$ cat src/source/fdc_pkg.sv
// shared fdc types; sectors are fixed at 512 bytes and map to one storage block each
package fdc_pkg;

	// ==============================
	// host registers
	// ==============================
	typedef logic [1:0] reg_addr_t;

	localparam reg_addr_t A_STATUS  = 2'd0; // read side of address 0
	localparam reg_addr_t A_COMMAND = 2'd0; // write side of address 0
	localparam reg_addr_t A_TRACK   = 2'd1;
	localparam reg_addr_t A_SECTOR  = 2'd2;
	localparam reg_addr_t A_DATA    = 2'd3;

	typedef logic [7:0]  byte_t;
	typedef logic [7:0]  track_t;
	typedef logic [7:0]  sector_t;
	typedef logic [8:0]  buf_addr_t;
	typedef logic [31:0] lba_t;

	localparam int SECTOR_BYTES = 512;

	// command opcodes, upper nibble; bit 0 of step/read/write is the update or multi flag
	localparam logic [3:0] CMD_RESTORE   = 4'h0;
	localparam logic [3:0] CMD_SEEK      = 4'h1;
	localparam logic [3:0] CMD_STEP      = 4'h2;
	localparam logic [3:0] CMD_STEP_IN   = 4'h4;
	localparam logic [3:0] CMD_STEP_OUT  = 4'h6;
	localparam logic [3:0] CMD_READ      = 4'h8;
	localparam logic [3:0] CMD_WRITE     = 4'hA;
	localparam logic [3:0] CMD_FORCE_INT = 4'hD;

	// ==============================
	// internal buses
	// ==============================
	typedef struct packed {
		logic      wr_pulse; // rising wr seen
		logic      rd_done;  // falling rd seen
		reg_addr_t addr;
		byte_t     data;
	} host_event_t;

	typedef struct packed {
		logic    start_read;
		logic    start_write;
		track_t  track;
		logic    side;
		sector_t sector;
	} block_req_t;

	typedef struct packed {
		buf_addr_t addr;
		byte_t     wdata;
		logic      we;
	} buf_port_t;

	typedef enum logic [2:0] {
		ST_IDLE,
		ST_SETTLE,
		ST_SEARCH,
		ST_FETCH,
		ST_XFER_WAIT,
		ST_XFER,
		ST_FLUSH,
		ST_END
	} engine_state_t;

endpackage

$ cat src/source/fdc_command_engine.sv
// wd1793-style command engine; no lost-data timeout, a host that ignores drq stalls the command
`timescale 1ns/10ps

module fdc_command_engine #(
	parameter int SECTORS_PER_TRACK = 9,
	parameter int SETTLE_CYCLES     = 64
) (
	input  logic                 clk_sys,
	input  logic                 reset_spin,
	input  fdc_pkg::host_event_t host_event,
	input  fdc_pkg::reg_addr_t   addr,
	input  logic                 ready,
	input  logic                 wp,
	input  logic                 side,
	input  logic                 index,
	input  logic                 block_done,
	input  fdc_pkg::byte_t       buf_rdata,
	output fdc_pkg::byte_t       dout,
	output logic                 drq,
	output logic                 busy,
	output logic                 intrq,
	output fdc_pkg::block_req_t  req,
	output fdc_pkg::buf_port_t   buf_port
);
	import fdc_pkg::*;

	localparam int CW = $clog2(SETTLE_CYCLES + 1);

	engine_state_t state;
	track_t        track_reg;
	track_t        head;      // real head position
	track_t        next_head;
	sector_t       sector_reg;
	byte_t         data_reg;
	byte_t         status;
	buf_addr_t     byte_addr;
	logic [CW-1:0] settle_cnt;
	logic [3:0]    op;
	logic          step_dir;  // 1 = out, towards track 0
	logic          step_out;
	logic          multi;
	logic          is_write;
	logic          type2;     // status register shows type II bits
	logic          head_loaded;
	logic          not_found;
	logic          wr_fault;
	logic          start_rd;
	logic          start_wr;
	logic          buf_we;
	logic          cmd_ev;
	logic          rd_data_ev;
	logic          wr_data_ev;
	logic          last_byte;
	logic          bad_sector;

	assign op         = host_event.data[7:4];
	assign cmd_ev     = host_event.wr_pulse && (host_event.addr == A_COMMAND);
	assign wr_data_ev = host_event.wr_pulse && (host_event.addr == A_DATA);
	assign rd_data_ev = host_event.rd_done && (host_event.addr == A_DATA);
	assign last_byte  = byte_addr == buf_addr_t'(SECTOR_BYTES - 1);
	assign bad_sector = (sector_reg == '0) || (sector_reg > sector_t'(SECTORS_PER_TRACK));

	// step direction from the command if given, else the last one
	assign step_out  = host_event.data[6] ? host_event.data[5] : step_dir;
	assign next_head = step_out ? ((head == '0) ? head : head - 1'b1) : head + 1'b1; // stops at 0

	assign status = {
		~ready,
		wp & is_write,
		type2 ? wr_fault : head_loaded,
		not_found,
		1'b0,
		type2 ? 1'b0 : (head == '0),
		type2 ? drq : index,
		busy
	};

	always_comb begin
		case (addr)
			A_STATUS: dout = status;
			A_TRACK:  dout = track_reg;
			A_SECTOR: dout = sector_reg;
			default:  dout = (state == ST_XFER && !is_write) ? buf_rdata : data_reg;
		endcase
	end

	assign req      = '{start_read: start_rd, start_write: start_wr, track: head,
			side: side, sector: sector_reg};
	assign buf_port = '{addr: byte_addr, wdata: data_reg, we: buf_we};

	always_ff @(posedge clk_sys) begin
		if (host_event.wr_pulse && host_event.addr == A_DATA)
			data_reg <= host_event.data;

		if (reset_spin) begin
			state       <= ST_IDLE;
			track_reg   <= '0;
			sector_reg  <= '0;
			head        <= '0;
			byte_addr   <= '0;
			settle_cnt  <= '0;
			step_dir    <= 1'b0;
			multi       <= 1'b0;
			is_write    <= 1'b0;
			type2       <= 1'b0;
			head_loaded <= 1'b0;
			not_found   <= 1'b0;
			wr_fault    <= 1'b0;
			busy        <= 1'b0;
			drq         <= 1'b0;
			intrq       <= 1'b0;
			start_rd    <= 1'b0;
			start_wr    <= 1'b0;
			buf_we      <= 1'b0;
		end else begin
			start_rd <= 1'b0;
			start_wr <= 1'b0;

			// ==============================
			// command sequencing
			// ==============================
			case (state)
				ST_SETTLE:
					if (settle_cnt == '0)
						state <= type2 ? ST_SEARCH : ST_END;
					else
						settle_cnt <= settle_cnt - 1'b1;
				ST_SEARCH:
					if (!ready || bad_sector) begin
						not_found <= 1'b1; // record not found
						state     <= ST_END;
					end else if (is_write) begin
						byte_addr <= '0;
						drq       <= 1'b1;
						state     <= ST_XFER;
					end else begin
						start_rd <= 1'b1;
						state    <= ST_FETCH;
					end
				ST_FETCH:
					if (block_done) begin
						byte_addr <= '0;
						state     <= ST_XFER_WAIT;
					end
				ST_XFER_WAIT:
					if (!is_write) begin
						drq   <= 1'b1; // buffer data valid next cycle
						state <= ST_XFER;
					end else begin
						buf_we <= 1'b0;
						if (last_byte) begin
							start_wr <= 1'b1;
							state    <= ST_FLUSH;
						end else begin
							byte_addr <= byte_addr + 1'b1;
							drq       <= 1'b1;
							state     <= ST_XFER;
						end
					end
				ST_XFER:
					if (is_write && wr_data_ev) begin
						buf_we <= 1'b1; // byte goes in from data_reg
						drq    <= 1'b0;
						state  <= ST_XFER_WAIT;
					end else if (!is_write && rd_data_ev) begin
						drq <= 1'b0;
						if (!last_byte) begin
							byte_addr <= byte_addr + 1'b1;
							state     <= ST_XFER_WAIT;
						end else if (multi) begin
							sector_reg <= sector_reg + 1'b1;
							state      <= ST_SEARCH;
						end else begin
							state <= ST_END;
						end
					end
				ST_FLUSH:
					if (block_done) begin
						if (multi) begin
							sector_reg <= sector_reg + 1'b1;
							state      <= ST_SEARCH; // ends with record not found past the track
						end else begin
							state <= ST_END;
						end
					end
				ST_END: begin
					busy   <= 1'b0;
					drq    <= 1'b0;
					buf_we <= 1'b0;
					intrq  <= 1'b1;
					state  <= ST_IDLE;
				end
				default: ;
			endcase

			// ==============================
			// host register access
			// ==============================
			if (host_event.rd_done && host_event.addr == A_STATUS)
				intrq <= 1'b0; // status read acknowledges

			if (host_event.wr_pulse && host_event.addr == A_TRACK && !busy)
				track_reg <= host_event.data;
			if (host_event.wr_pulse && host_event.addr == A_SECTOR && !busy)
				sector_reg <= host_event.data;

			if (cmd_ev && op == CMD_FORCE_INT) begin
				state     <= ST_IDLE; // any state
				busy      <= 1'b0;
				drq       <= 1'b0;
				buf_we    <= 1'b0;
				intrq     <= 1'b1;
				type2     <= 1'b0;
				not_found <= 1'b0;
				wr_fault  <= 1'b0;
			end else if (cmd_ev && state == ST_IDLE) begin
				intrq <= 1'b0;
				case (op)
					CMD_RESTORE, CMD_SEEK, CMD_STEP, CMD_STEP | 4'h1, CMD_STEP_IN,
					CMD_STEP_IN | 4'h1, CMD_STEP_OUT, CMD_STEP_OUT | 4'h1: begin
						busy        <= 1'b1;
						type2       <= 1'b0;
						is_write    <= 1'b0;
						not_found   <= 1'b0;
						head_loaded <= host_event.data[3];
						settle_cnt  <= CW'(SETTLE_CYCLES);
						state       <= ST_SETTLE;
						if (op == CMD_RESTORE) begin
							head      <= '0;
							track_reg <= '0;
						end else if (op == CMD_SEEK) begin
							head      <= data_reg; // target track in data register
							track_reg <= data_reg;
						end else begin
							if (host_event.data[6])
								step_dir <= host_event.data[5];
							head <= next_head;
							if (host_event.data[4])
								track_reg <= next_head; // update flag
						end
					end
					CMD_READ, CMD_READ | 4'h1, CMD_WRITE, CMD_WRITE | 4'h1: begin
						busy      <= 1'b1;
						type2     <= 1'b1;
						is_write  <= op[1];
						multi     <= op[0];
						not_found <= 1'b0;
						wr_fault  <= 1'b0;
						if (op[1] && wp) begin
							wr_fault <= 1'b1; // protected disk, no transfer
							state    <= ST_END;
						end else begin
							settle_cnt <= CW'(SETTLE_CYCLES);
							state      <= ST_SETTLE;
						end
					end
					default: intrq <= 1'b1; // read address, read/write track
				endcase
			end
		end
	end

endmodule

$ cat config.mk
export PLATFORM = sky130hd
export DESIGN_NAME = fdc_command_engine
export DESIGN_NICKNAME = d
export VERILOG_FILES = /design/src/source/fdc_pkg.sv /design/src/source/fdc_command_engine.sv
export SDC_FILE = /design/constraint.sdc
export NUM_CORES = 1
export LEC_CHECK = 0
export BUFFER_PORTS_ARGS = -buffer_cell sky130_fd_sc_hd__buf_2
export CAP_MARGIN = 10
export CORE_ASPECT_RATIO = 1.2
export CORE_MARGIN = 2
export CORE_UTILIZATION = 50
export DETAILED_ROUTE_END_ITERATION = 7
export HOLD_SLACK_MARGIN = 0.1
export PLACE_DENSITY_LB_ADDON = 0.25
export SYNTH_ARGS = -nofsm -noshare
export SYNTH_HDL_FRONTEND = slang
export SYNTH_SLANG_ARGS = --single-unit
$ cat constraint.sdc
create_clock -name clk_sys -period 2.2 [get_ports clk_sys]
set_clock_uncertainty 0.05 [all_clocks]
set_input_delay 0.33 -clock clk_sys [delete_from_list [all_inputs] [get_ports clk_sys]]
set_output_delay 0.33 -clock clk_sys [all_outputs]
set_load 0.01 [all_outputs]
# Word-level counts from Yosys, hierarchy flattened
# Cells that the tools add are included.
# word_totals
reg_bits,64
in_bits,29
output_inout_bits,48
elab_cells,201
# op_classes
add_sub_neg,5
n_lt_le_gt_ge,1
eq_ne,38
muxes,81
bitwise,8
n_reduce_logical,48
# ops
cell,count
$mux W8,18
$mux W9,7
$mux W3,12
$pmux W9 S4,1
$mux W7,5
$mux W1,27
$pmux W8 S3,1
$pmux W3 S7,1
$eq A4 B4 Y1 const B,5
$add A8 B1 Y8 const B,2
$eq A4 B3 Y1 const B,4
$logic_not A8 Y1,2
$pmux W8 S2,1
$reduce_and A5 Y1,3
$logic_and A1 B1 Y1,14
$pmux W7 S2,1
$eq A3 B3 Y1 const B,4
$reduce_and A3 Y1,4
$reduce_bool A4 Y1,3
$reduce_or A12 Y1,1
$ne A2 B2 Y1 const B,5
$add A9 B1 Y9 const B,1
$eq A9 B9 Y1 const B,1
$eq A4 B2 Y1 const B,2
33 further kinds,56

# Depth between registers and ports, before layout
# Gate-level depths: netlist (run 1).
# depth
ltp_word,10
mapped_depth,9
mapped_depth_nobuf,9

# Least setup slack after synthesis (run 1)
# No wires, ideal clock.
# synth_path
kind,register to register
from,register byte_addr[0]
to,register byte_addr[7]
setup_time_ns,0.070
arrival_time_ns,2.302
required_time_ns,2.080
setup_slack_ns,-0.222
path_stages_with_launch,9
path_buffers,0
period_less_slack_ns,2.422
path_cell_list,dfxtp_1 -> ha_1 -> nand4_1 -> nor2_1 -> ha_1 -> o32a_1 -> a211o_1 -> or4_1 -> a21oi_1
# synth_via
elab_chain_cells,5
word_cells_on_any_way,7
cone_classes,1 x add/sub; 1 x eq/ne; 5 x mux
# synth_rtl
element,line_no,source
from (decl),fdc_command_engine.sv:36,buf_addr_t byte_addr;
from (signal assigned),fdc_command_engine.sv:155,byte_addr <= byte_addr + 1'b1;
from (signal assigned),fdc_command_engine.sv:168,byte_addr <= byte_addr + 1'b1;
$eq A9 B9 Y1 *,fdc_command_engine.sv:60,assign last_byte = byte_addr == buf_addr_t'(SECTOR_BYTES - 1);
via last_byte,fdc_command_engine.sv:53,logic last_byte;
$mux W9 *,"fdc_command_engine.sv:151, fdc_command_engine.sv:167",
$mux W9,fdc_command_engine.sv:165,end else if (!is_write && rd_data_ev) begin
$mux W9,fdc_command_engine.sv:161,if (is_write && wr_data_ev) begin
$pmux W9 S4 *,fdc_command_engine.sv:122,case (state)
# The timed path passes the listed nets; every way through them passes the cells marked *. The select of a mux whose other input is x is not followed.
# A chain may end at the register's enable or synchronous reset.

# Worst setup path after layout (run 1)
# layout_path
from,register state[1]
to,output dout[4]
# layout_via
elab_chain_cells,4
# layout_rtl
element,line_no,source
from (decl),fdc_command_engine.sv:29,engine_state_t state;
from (signal assigned),fdc_command_engine.sv:125,state <= type2 ? ST_SEARCH : ST_END;
$eq A3 B3 Y1,fdc_command_engine.sv:83,default: dout = (state == ST_XFER && !is_write) ? buf_rdata : data_reg;
$logic_and A1 B1 Y1,fdc_command_engine.sv:83,
$mux W8,fdc_command_engine.sv:83,
$pmux W8 S3,fdc_command_engine.sv:79,case (addr)
to (decl),fdc_command_engine.sv:18,"output fdc_pkg::byte_t dout,"
# No other way between the ends.

==> flow_metrics.env, run 1 <==
export IMPL_outcome="complete, but fails checks"
export IMPL_violations="setup timing"
export IMPL_first_pass_iters=5
export IMPL_grt_pass1_vias=4157
export IMPL_ys_ff_latch=64
export IMPL_holdWs_ns=0.167
export IMPL_top_register="byte_addr"
export IMPL_final_nets=685
export IMPL_cts_root_buffer="clkbuf_8"
export IMPL_relSlewSlack_pct=53.9
export IMPL_via_count=4708
export IMPL_post_route_period_util_pct=112
export IMPL_min_delay_path_class="input pin to register"
export IMPL_ctsLongestPathBuffers=2
export IMPL_tns_ns=-2.23
export IMPL_antenna_found_initial=0
export IMPL_grt_pass1_wl_um=20700
export IMPL_io_pins=77
export IMPL_finish_utilization_pct=69.9
export IMPL_dp_cells=731
export IMPL_fmax_ghz=0.405
export IMPL_final_hold_violation_count=0
export IMPL_cap_violations=0
export IMPL_area_delta_synth_final_pct=35.8
export IMPL_routed_wl_um=13800
export IMPL_yosysMostFrequentCell="nor2_1"
export IMPL_die_h_um=104
export IMPL_power_leakage_nw=2.28
export IMPL_ys_top_cells_by_area="dfxtp_1 27%, edfxtp_1 5.7%, nor2_1 5.4%"
export IMPL_path_buf_inv=2
export IMPL_nFillCells=619
export IMPL_cts_tree="done"
export IMPL_cp_required_ns=1.82
export IMPL_crit_path_max_incr_delay_ns=0.49
export IMPL_viasPerCell=6.15
export IMPL_ys_types=74
export IMPL_powerDensity_nw_per_um2=720
export IMPL_htree_num_levels=3
export IMPL_startpoint_type="register"
export IMPL_critical_path_slowest_cell="mux4_2"
export IMPL_grt_overflow=0
export IMPL_ys_flop_type="dfxtp_1"
export IMPL_place_area_um2=5060
export IMPL_numPortBuffers=74
export IMPL_drive_gt1_share_pct=36.6
export IMPL_yosysWarnings=0
export IMPL_fin_cells=765
export IMPL_critical_path_class="register to primary output"
export IMPL_cts_clk_slew_worst_paths_ns=0.07
export IMPL_rsz0062_at_grt="yes"
export IMPL_synth_area_per_cell_um2=8.04
export IMPL_drt_iter0_drc=446
export IMPL_critPathTopFamily="multiplexers"
export IMPL_yosysTopAreaCell="dfxtp_1"
export IMPL_setup_violations=17
export IMPL_gp_congestion=0.943
export IMPL_crit_chain="nor4bb_4 -> buf_6 -> mux2_4 -> mux4_2 -> buf_6"
export IMPL_wl_per_cell_um=18.0
export IMPL_die_w_um=87.6
export IMPL_drc=0
export IMPL_synth_top_area_share_pct=26.7
export IMPL_largest_register_ffs=9
export IMPL_synth_area_um2=4200
export IMPL_ant_nets=0
export IMPL_finalWorstSetupSlack_ns=-0.269
export IMPL_ir_worst_vdd_v=0.000408
export IMPL_start_util_pct=51.5
export IMPL_cts_sinks=64
export IMPL_diodes=0
export IMPL_synth_edf_count=8
export IMPL_async_flop_share_pct=0
export IMPL_cts_hold_buf=0
export IMPL_slew_viol_final=0
export IMPL_grt_use_total_pct=28.6
export IMPL_row_count=36
export IMPL_cts_made_buffers=9
export IMPL_grt_start_max_net_pins=31
export IMPL_core_area_um2=8150
export IMPL_end_kind="primary output"
export IMPL_period_needed_ns=2.47
export IMPL_cpMostUsedCell="buf_6"
export IMPL_crit_path_max_fanout=5
export IMPL_syn_inst=522
export IMPL_max_slew_worst_pin_slew_ns=0.691
export IMPL_finalInstanceArea_um2=5700
export IMPL_postSynthNetCount=561
export IMPL_yosysSeqAreaShare_pct=32.4
export IMPL_arrival_ns=2.09
export IMPL_synth_common_cells="60 x nor2_1, 56 x dfxtp_1, 40 x nand2_1"
export IMPL_clk_latency_ns=0.35
export IMPL_die_area_um2=9150
export IMPL_detailed_place_hpwl_um=9600
## timing repair
| action | 4_1_cts | 5_1_grt |
|---|---|---|
| endpoints found under the setup margin | 11 | 37 |
| pin swaps | 6 | 28 |
| resized for setup | 22 | 50 |
| gates cloned | 0 | 0 |
| setup buffers | 7 | 11 |
## final timing paths
kind / endpoint / from / slack [ns] / cells after the start
max reg2reg: byte_addr[3] / byte_addr[1] / -0.19 / 9
max: dout[4] / state[1] / -0.27 / 5
min: data_reg[2] / host_event[2] / 0.17 / 1
min reg2reg: buf_we / buf_we / 0.41 / 2
## area by class of cell
| type | instances | area [um^2] | area share (%) |
|---|---|---|---|
| inverter | 17 | 66.3 | 1.16 |
| clock inverter | 3 | 40.0 | 0.703 |
| clock buffer | 13 | 159 | 2.79 |
| multi-input combinational | 401 | 2860 | 50.2 |
| tap | 114 | 143 | 2.50 |
| timing repair buffer | 153 | 1060 | 18.6 |
| sequential | 64 | 1370 | 24.1 |
## power by group
part | switching (W) | total (W) | internal [W]
Sequential | 0.000126 | 0.00145 | 0.00132
Clock | 0.000467 | 0.00105 | 0.000583
Combinational | 0.000859 | 0.00160 | 0.000743
## logic make-up (layout without fill, tap and decap cells)
group	Yosys count	after routing	synth area share, %
AND/OR/NAND/NOR	207	207	26.1
AO/OA/AOI/OAI	145	145	22.9
flip-flops	64	64	32.4
buffers and inverters	57	186	5.72
multiplexers	25	25	7.00
XOR/XNOR	14	14	2.92
adder cells (fa/ha/maj)	10	10	2.98
## layout by cell type (no fill, tap or decap), drive strengths merged, types with 4 or more instances in the layout
cell type,instances
a211o,4
a211oi,16
a21oi,36
a311oi,4
a31oi,15
buf,153
clkbuf,13
dfxtp,56
edfxtp,8
ha,10
inv,17
mux2,5
mux2i,17
nand2,40
nand2b,9
nand3,14
nand3b,5
nand4,6
nor2,60
nor3,14
nor3b,8
nor4,9
o211ai,7
o21ai,27
o31ai,6
or2,5
or3,12
xnor2,10
xor2,4
## per-layer routing
layer	vias to the layer above	wire [um]	global-route usage, %
li1	2185	-	-
met1	2180	5560	37.8
met2	299	6760	47.3
met3	44	1060	3.02
met4	0	379	10.7
met5	-	0	0
## stage by stage
step	total power [W]	setup slack, ns
floorplan	0.00237	-0.0669
global placement	0.00284	0.00559
detailed placement	0.00288	-0.0535
CTS	0.00398	-0.273
global route	0.00431	-0.326
finish	0.00410	-0.269
Note: power is estimated with default switching activity, not from simulation.
==> run 2, diff against run 1 <==
--- a/config.mk
+++ b/config.mk
@@ -13,6 +13,7 @@
 export DETAILED_ROUTE_END_ITERATION = 7
 export HOLD_SLACK_MARGIN = 0.1
 export PLACE_DENSITY_LB_ADDON = 0.25
+export SETUP_SLACK_MARGIN = 0.3
 export SYNTH_ARGS = -nofsm -noshare
 export SYNTH_HDL_FRONTEND = slang
 export SYNTH_SLANG_ARGS = --single-unit
==> constraint.sdc (replaced) <==
create_clock -name clk_sys -period 3.1 [get_ports clk_sys]
set_clock_uncertainty 0.05 [all_clocks]
set_input_delay 0.465 -clock clk_sys [delete_from_list [all_inputs] [get_ports clk_sys]]
set_output_delay 0.465 -clock clk_sys [all_outputs]
set_load 0.01 [all_outputs]
==> flow_metrics.env, run 2 (synthesis gave the netlist of run 1 again) <==
export IMPL_outcome="complete, no violations"
export IMPL_switching_share_pct=35.5
export IMPL_antenna_found_initial=0
export IMPL_cap_violations=0
export IMPL_cts_root_buffer="clkbuf_8"
export IMPL_detailed_place_hpwl_um=8830
export IMPL_die_h_um=104
export IMPL_cts_hold_buf=0
export IMPL_grt_use_total_pct=27.0
export IMPL_end_kind="primary output"
export IMPL_pre_cts_ws_ns=0.347
export IMPL_drt_iter0_drc=253
export IMPL_power_leakage_nw=1.85
export IMPL_grt_start_max_net_pins=41
export IMPL_critical_path_class="register to primary output"
export IMPL_cts_sinks=64
export IMPL_mostFrequentLayoutCell="buf_2"
export IMPL_first_pass_iters=4
export IMPL_arrival_ns=2.22
export IMPL_diodes=0
export IMPL_final_cell_mix="74 x buf_2, 60 x nor2_1, 55 x dfxtp_1"
export IMPL_ir_worst_vdd_v=0.000258
export IMPL_drive_gt1_share_pct=21.2
export IMPL_holdWs_ns=0.287
export IMPL_io_pins=77
export IMPL_finish_utilization_pct=59.4
export IMPL_grt_overflow=0
export IMPL_viasPerCell=6.15
export IMPL_r2r_slack_ns=0.51
export IMPL_cts_tree="done"
export IMPL_max_slew_worst_pin_slew_ns=0.834
export IMPL_start_util_pct=51.5
export IMPL_routed_wl_um=12300
export IMPL_slew_viol_final=0
export IMPL_ant_nets=0
export IMPL_clk_latency_ns=0.34
export IMPL_hold_end="data_reg[2]"
export IMPL_rr_startpoint="byte_addr[0]"
export IMPL_tns_ns=0
export IMPL_numPortBuffers=74
export IMPL_cts_clk_slew_worst_paths_ns=0.08
export IMPL_final_nets=613
export IMPL_fmax_ghz=0.365
export IMPL_setup_violations=0
export IMPL_combPwrFrac_pct=32.9
export IMPL_row_count=36
export IMPL_largest_register_ffs=9
export IMPL_cp_required_ns=2.58
export IMPL_top_register="byte_addr"
export IMPL_grtUsageMet3_pct=4.37
export IMPL_ctsLongestPathBuffers=2
export IMPL_rsz0062_at_grt="yes"
export IMPL_gp_congestion=0.875
export IMPL_met1_usage_pct=34.7
export IMPL_htree_num_levels=3
export IMPL_startpoint_type="register"
export IMPL_post_route_period_util_pct=88.3
export IMPL_powerDensity_nw_per_um2=569
export IMPL_grt_pass1_vias=3973
export IMPL_relSlewSlack_pct=44.4
export IMPL_hold_depth=1
export IMPL_cts_made_buffers=9
export IMPL_grt_pass1_wl_um=19600
export IMPL_drc=0
export IMPL_via_count=4260
export IMPL_wl_per_cell_um=17.7
export IMPL_min_from="host_event[2]"
export IMPL_final_hold_violation_count=0
export IMPL_rr_worst_depth=8
export IMPL_startpoint="head[1]"
export IMPL_cts_resized=6
export IMPL_crit_path_max_fanout=9
export IMPL_p_clk_share_pct=29.5
export IMPL_die_area_um2=9150
export IMPL_grtUsageMet2_pct=44.2
export IMPL_power_total_w=0.00276
export IMPL_area_delta_synth_final_pct=15.4
export IMPL_p_sw_w=0.000977
export IMPL_p_int_w=0.00178
export IMPL_finalWorstSetupSlack_ns=0.361
export IMPL_core_area_um2=8150
export IMPL_min_delay_path_class="input pin to register"
export IMPL_cts_setup_buffers=0
export IMPL_die_w_um=87.6
export IMPL_grt_busiest_layer="met2"
export IMPL_period_needed_ns=2.74
export IMPL_worstReg2RegEnd="byte_addr[7]"
export IMPL_p_seq_share_pct=37.5
[run 2: cell count changes in the layout (fill, tap and decap cells not counted), moves of 5 or more]
cell / before / now
o21ai_0: 21 / 26
buf_6: 13 / 0
a21oi_1: 29 / 36
dfxtp_1: 48 / 55
dfxtp_2: 7 / 1
buf_4: 66 / 7
a21oi_2: 7 / 0
[run 2: worst max-delay path by stage]
stage / to
after floorplan: dout[2]
after global placement: dout[2]
after detailed placement: dout[2]
after CTS: dout[4]
after global routing: dout[2]
final: dout[2]
[run 2: worst max-delay path: stages, from the launching register on]
cell,delay [ns]
dfxtp_1,0.39
inv_1,0.11
ha_2,0.24
or4b_4,0.54
nor3_4,0.19
a22oi_1,0.10
o21ai_1,0.15
buf_2,0.15
[run 2: final cells by class]
| class | count | area (um^2) |
|---|---|---|
| repair buffers | 81 | 423 |
| multi-input cells | 401 | 2630 |
| fillers | 759 | 3310 |
| flip-flops and latches | 64 | 1360 |
| inverters | 17 | 63.8 |
| well taps | 114 | 143 |
| clock inverters | 5 | 80.1 |
| clock buffers | 11 | 141 |
[run 2: per-stage QoR]
stage | instance area (um^2) | std cells
finish | 4840 | 693
global route | 4840 | 693
CTS | 4830 | 693
detailed placement | 4590 | 677
global placement | 4590 | 677
floorplan | 4200 | 522
[run 2: layer usage]
layer / vias to the layer above / wire length, um
met5: - / 0
met4: 0 / 415
met3: 39 / 837
met2: 200 / 5890
met1: 1987 / 5110
li1: 2034 / -
[run 2: power by group through the flow]
stage	clock (W)	sequential (W)	combinational, W
4_1_cts	0.000820	0.00103	0.000890
2_1_floorplan	0	0.00103	0.000651
6_report	0.000814	0.00103	0.000907
3_3_place_gp	0	0.00104	0.000850
3_5_place_dp	0	0.00104	0.000873
5_1_grt	0.000861	0.00104	0.000997
==> run 3, diff against run 2 <==
--- a/config.mk
+++ b/config.mk
@@ -5,8 +5,8 @@
 export SDC_FILE = /design/constraint.sdc
 export NUM_CORES = 1
 export LEC_CHECK = 0
-export BUFFER_PORTS_ARGS = -buffer_cell sky130_fd_sc_hd__buf_2
-export CAP_MARGIN = 10
+export BUFFER_PORTS_ARGS = -buffer_cell sky130_fd_sc_hd__buf_4
+export CAP_MARGIN = 40
 export CORE_ASPECT_RATIO = 1.2
 export CORE_MARGIN = 2
 export CORE_UTILIZATION = 50
==> constraint.sdc (replaced) <==
create_clock -name clk_sys -period 2.2 [get_ports clk_sys]
set_clock_uncertainty 0.05 [all_clocks]
set_input_delay 0.33 -clock clk_sys [delete_from_list [all_inputs] [get_ports clk_sys]]
set_output_delay 0.33 -clock clk_sys [all_outputs]
set_load 0.01 [all_outputs]
==> flow_metrics.env, run 3 (synthesis gave the netlist of run 1 again) <==
export IMPL_cpMostUsedCell="buf_6"
export IMPL_r2r_slack_ns=-0.19
export IMPL_mostFrequentLayoutCell="buf_4"
export IMPL_tns_ns=-2.76
export IMPL_ctsLongestPathBuffers=2
export IMPL_cap_violations=0
export IMPL_routed_wl_um=16500
export IMPL_arrival_ns=2.09
export IMPL_viasPerCell=6.39
export IMPL_grt_overflow=0
export IMPL_startpoint="state[1]"
export IMPL_die_w_um=87.6
export IMPL_final_hold_violation_count=0
export IMPL_holdWs_ns=0.143
export IMPL_diodes=0
export IMPL_end_kind="primary output"
export IMPL_relSlewSlack_pct=62.2
export IMPL_grt_start_max_net_pins=41
export IMPL_ant_nets=0
export IMPL_row_count=36
export IMPL_grt_pass1_wl_um=23600
export IMPL_startpoint_type="register"
export IMPL_die_area_um2=9150
export IMPL_clk_latency_ns=0.36
export IMPL_crit_chain="nor4bb_4 -> buf_6 -> mux2_4 -> mux4_2 -> buf_6"
export IMPL_cp_required_ns=1.82
export IMPL_crit_cells=5
export IMPL_drive_gt1_share_pct=46.6
export IMPL_gp_congestion=0.942
export IMPL_cts_hold_buf=0
export IMPL_path_buf_inv=2
export IMPL_powerDensity_nw_per_um2=697
export IMPL_rsz0062_at_grt="yes"
export IMPL_antenna_found_initial=0
export IMPL_grt_use_total_pct=32.9
export IMPL_largest_register_ffs=9
export IMPL_cts_made_buffers=9
export IMPL_crit_path_max_incr_delay_ns=0.48
export IMPL_first_pass_iters=7
export IMPL_drt_iter0_drc=448
export IMPL_period_needed_ns=2.47
export IMPL_numPortBuffers=74
export IMPL_max_slew_worst_pin_slew_ns=0.566
export IMPL_cts_sinks=64
export IMPL_start_util_pct=51.5
export IMPL_area_delta_synth_final_pct=53.0
export IMPL_post_route_period_util_pct=112
export IMPL_final_cell_mix="144 x buf_4, 53 x nor2_1, 46 x dfxtp_1"
export IMPL_finalWorstSetupSlack_ns=-0.270
export IMPL_setup_violations=19
export IMPL_critPathTopFamily="multiplexers"
export IMPL_drc=0
export IMPL_violations="setup timing"
export IMPL_top_register="byte_addr"
export IMPL_wl_per_cell_um=21.0
export IMPL_critical_path_slowest_cell="mux4_2"
export IMPL_ir_worst_vdd_v=0.000439
export IMPL_critical_path_class="register to primary output"
export IMPL_worstReg2RegEnd="byte_addr[7]"
export IMPL_cts_root_buffer="clkbuf_8"
export IMPL_via_count=5025
export IMPL_final_nets=706
export IMPL_detailed_place_hpwl_um=10000
export IMPL_crit_path_max_fanout=5
export IMPL_cts_clk_slew_worst_paths_ns=0.07
export IMPL_power_leakage_nw=2.58
export IMPL_die_h_um=104
export IMPL_rr_startpoint="state[1]"
export IMPL_slew_viol_final=0
export IMPL_htree_num_levels=3
export IMPL_grt_pass1_vias=4716
export IMPL_rr_worst_depth=7
export IMPL_cts_tree="done"
export IMPL_fmax_ghz=0.405
export IMPL_core_area_um2=8150
export IMPL_min_delay_path_class="input pin to register"
export IMPL_io_pins=77
export IMPL_outcome="complete, but fails checks"
export IMPL_endpoint="dout[4]"
run 3: layer usage:
metal	GRT usage, %	share of wire [%]	up-vias
met4	15.7	4.9	0
met5	0	0	-
met2	54.9	51	290
met3	5.08	7.5	83
met1	40.6	37	2414
li1	-	-	2238
run 3: worst reg2reg max path, stage by stage, from the launching register on:
cell and delay (ns):
dfxtp_4 0.36, buf_4 0.13, buf_6 0.12, nand3b_1 0.23, o32a_1 0.44, a211o_4 0.38
or4_4 0.50, a21oi_2 0.13
run 3: how the worst min path moves through the flow:
stage,slack [ns],depth (start not counted),endpoint,startpoint
3_5_place_dp,0.40,2,buf_we,buf_we
5_1_grt,0.13,1,data_reg[1],host_event[1]
4_1_cts,0.14,1,data_reg[1],host_event[1]
2_1_floorplan,0.37,2,buf_we,buf_we
6_report,0.14,1,data_reg[0],host_event[0]
3_3_place_gp,0.39,2,buf_we,buf_we
run 3: what timing repair did:
item                                   4_1_cts  5_1_grt
endpoints found under the hold margin        0        0
setup endpoints to repair                   44       52
setup buffers                               20       19
resized for setup                           86       75
cloned                                       1        0
pin swaps                                   42       46
run 3: area by class of cell:
class                      count  area, um^2
multi-input combinational    401        3210
fill                         517        1730
timing repair buffer         174        1420
sequential                    64        1380
tap                          114         143
clock buffer                  11         141
inverter                      17        68.8
clock inverter                 5        56.3
run 3: report_power, final:
group	switching, W	internal, W
registers	0.000130	0.00132
clock network	0.000505	0.000553
logic	0.00104	0.000931
run 3: through the flow:
step	power (W)	utilization (%)	instance area, um^2	std cells	setup slack, ns
finish	0.00448	78.8	6420	786	-0.270
CTS	0.00413	73.2	5970	767	-0.284
global placement	0.00287	64.6	5270	730	-0.0120
global route	0.00467	78.8	6420	786	-0.334
floorplan	0.00241	-	4320	522	-0.0669
detailed placement	0.00290	64.6	5270	730	-0.0819
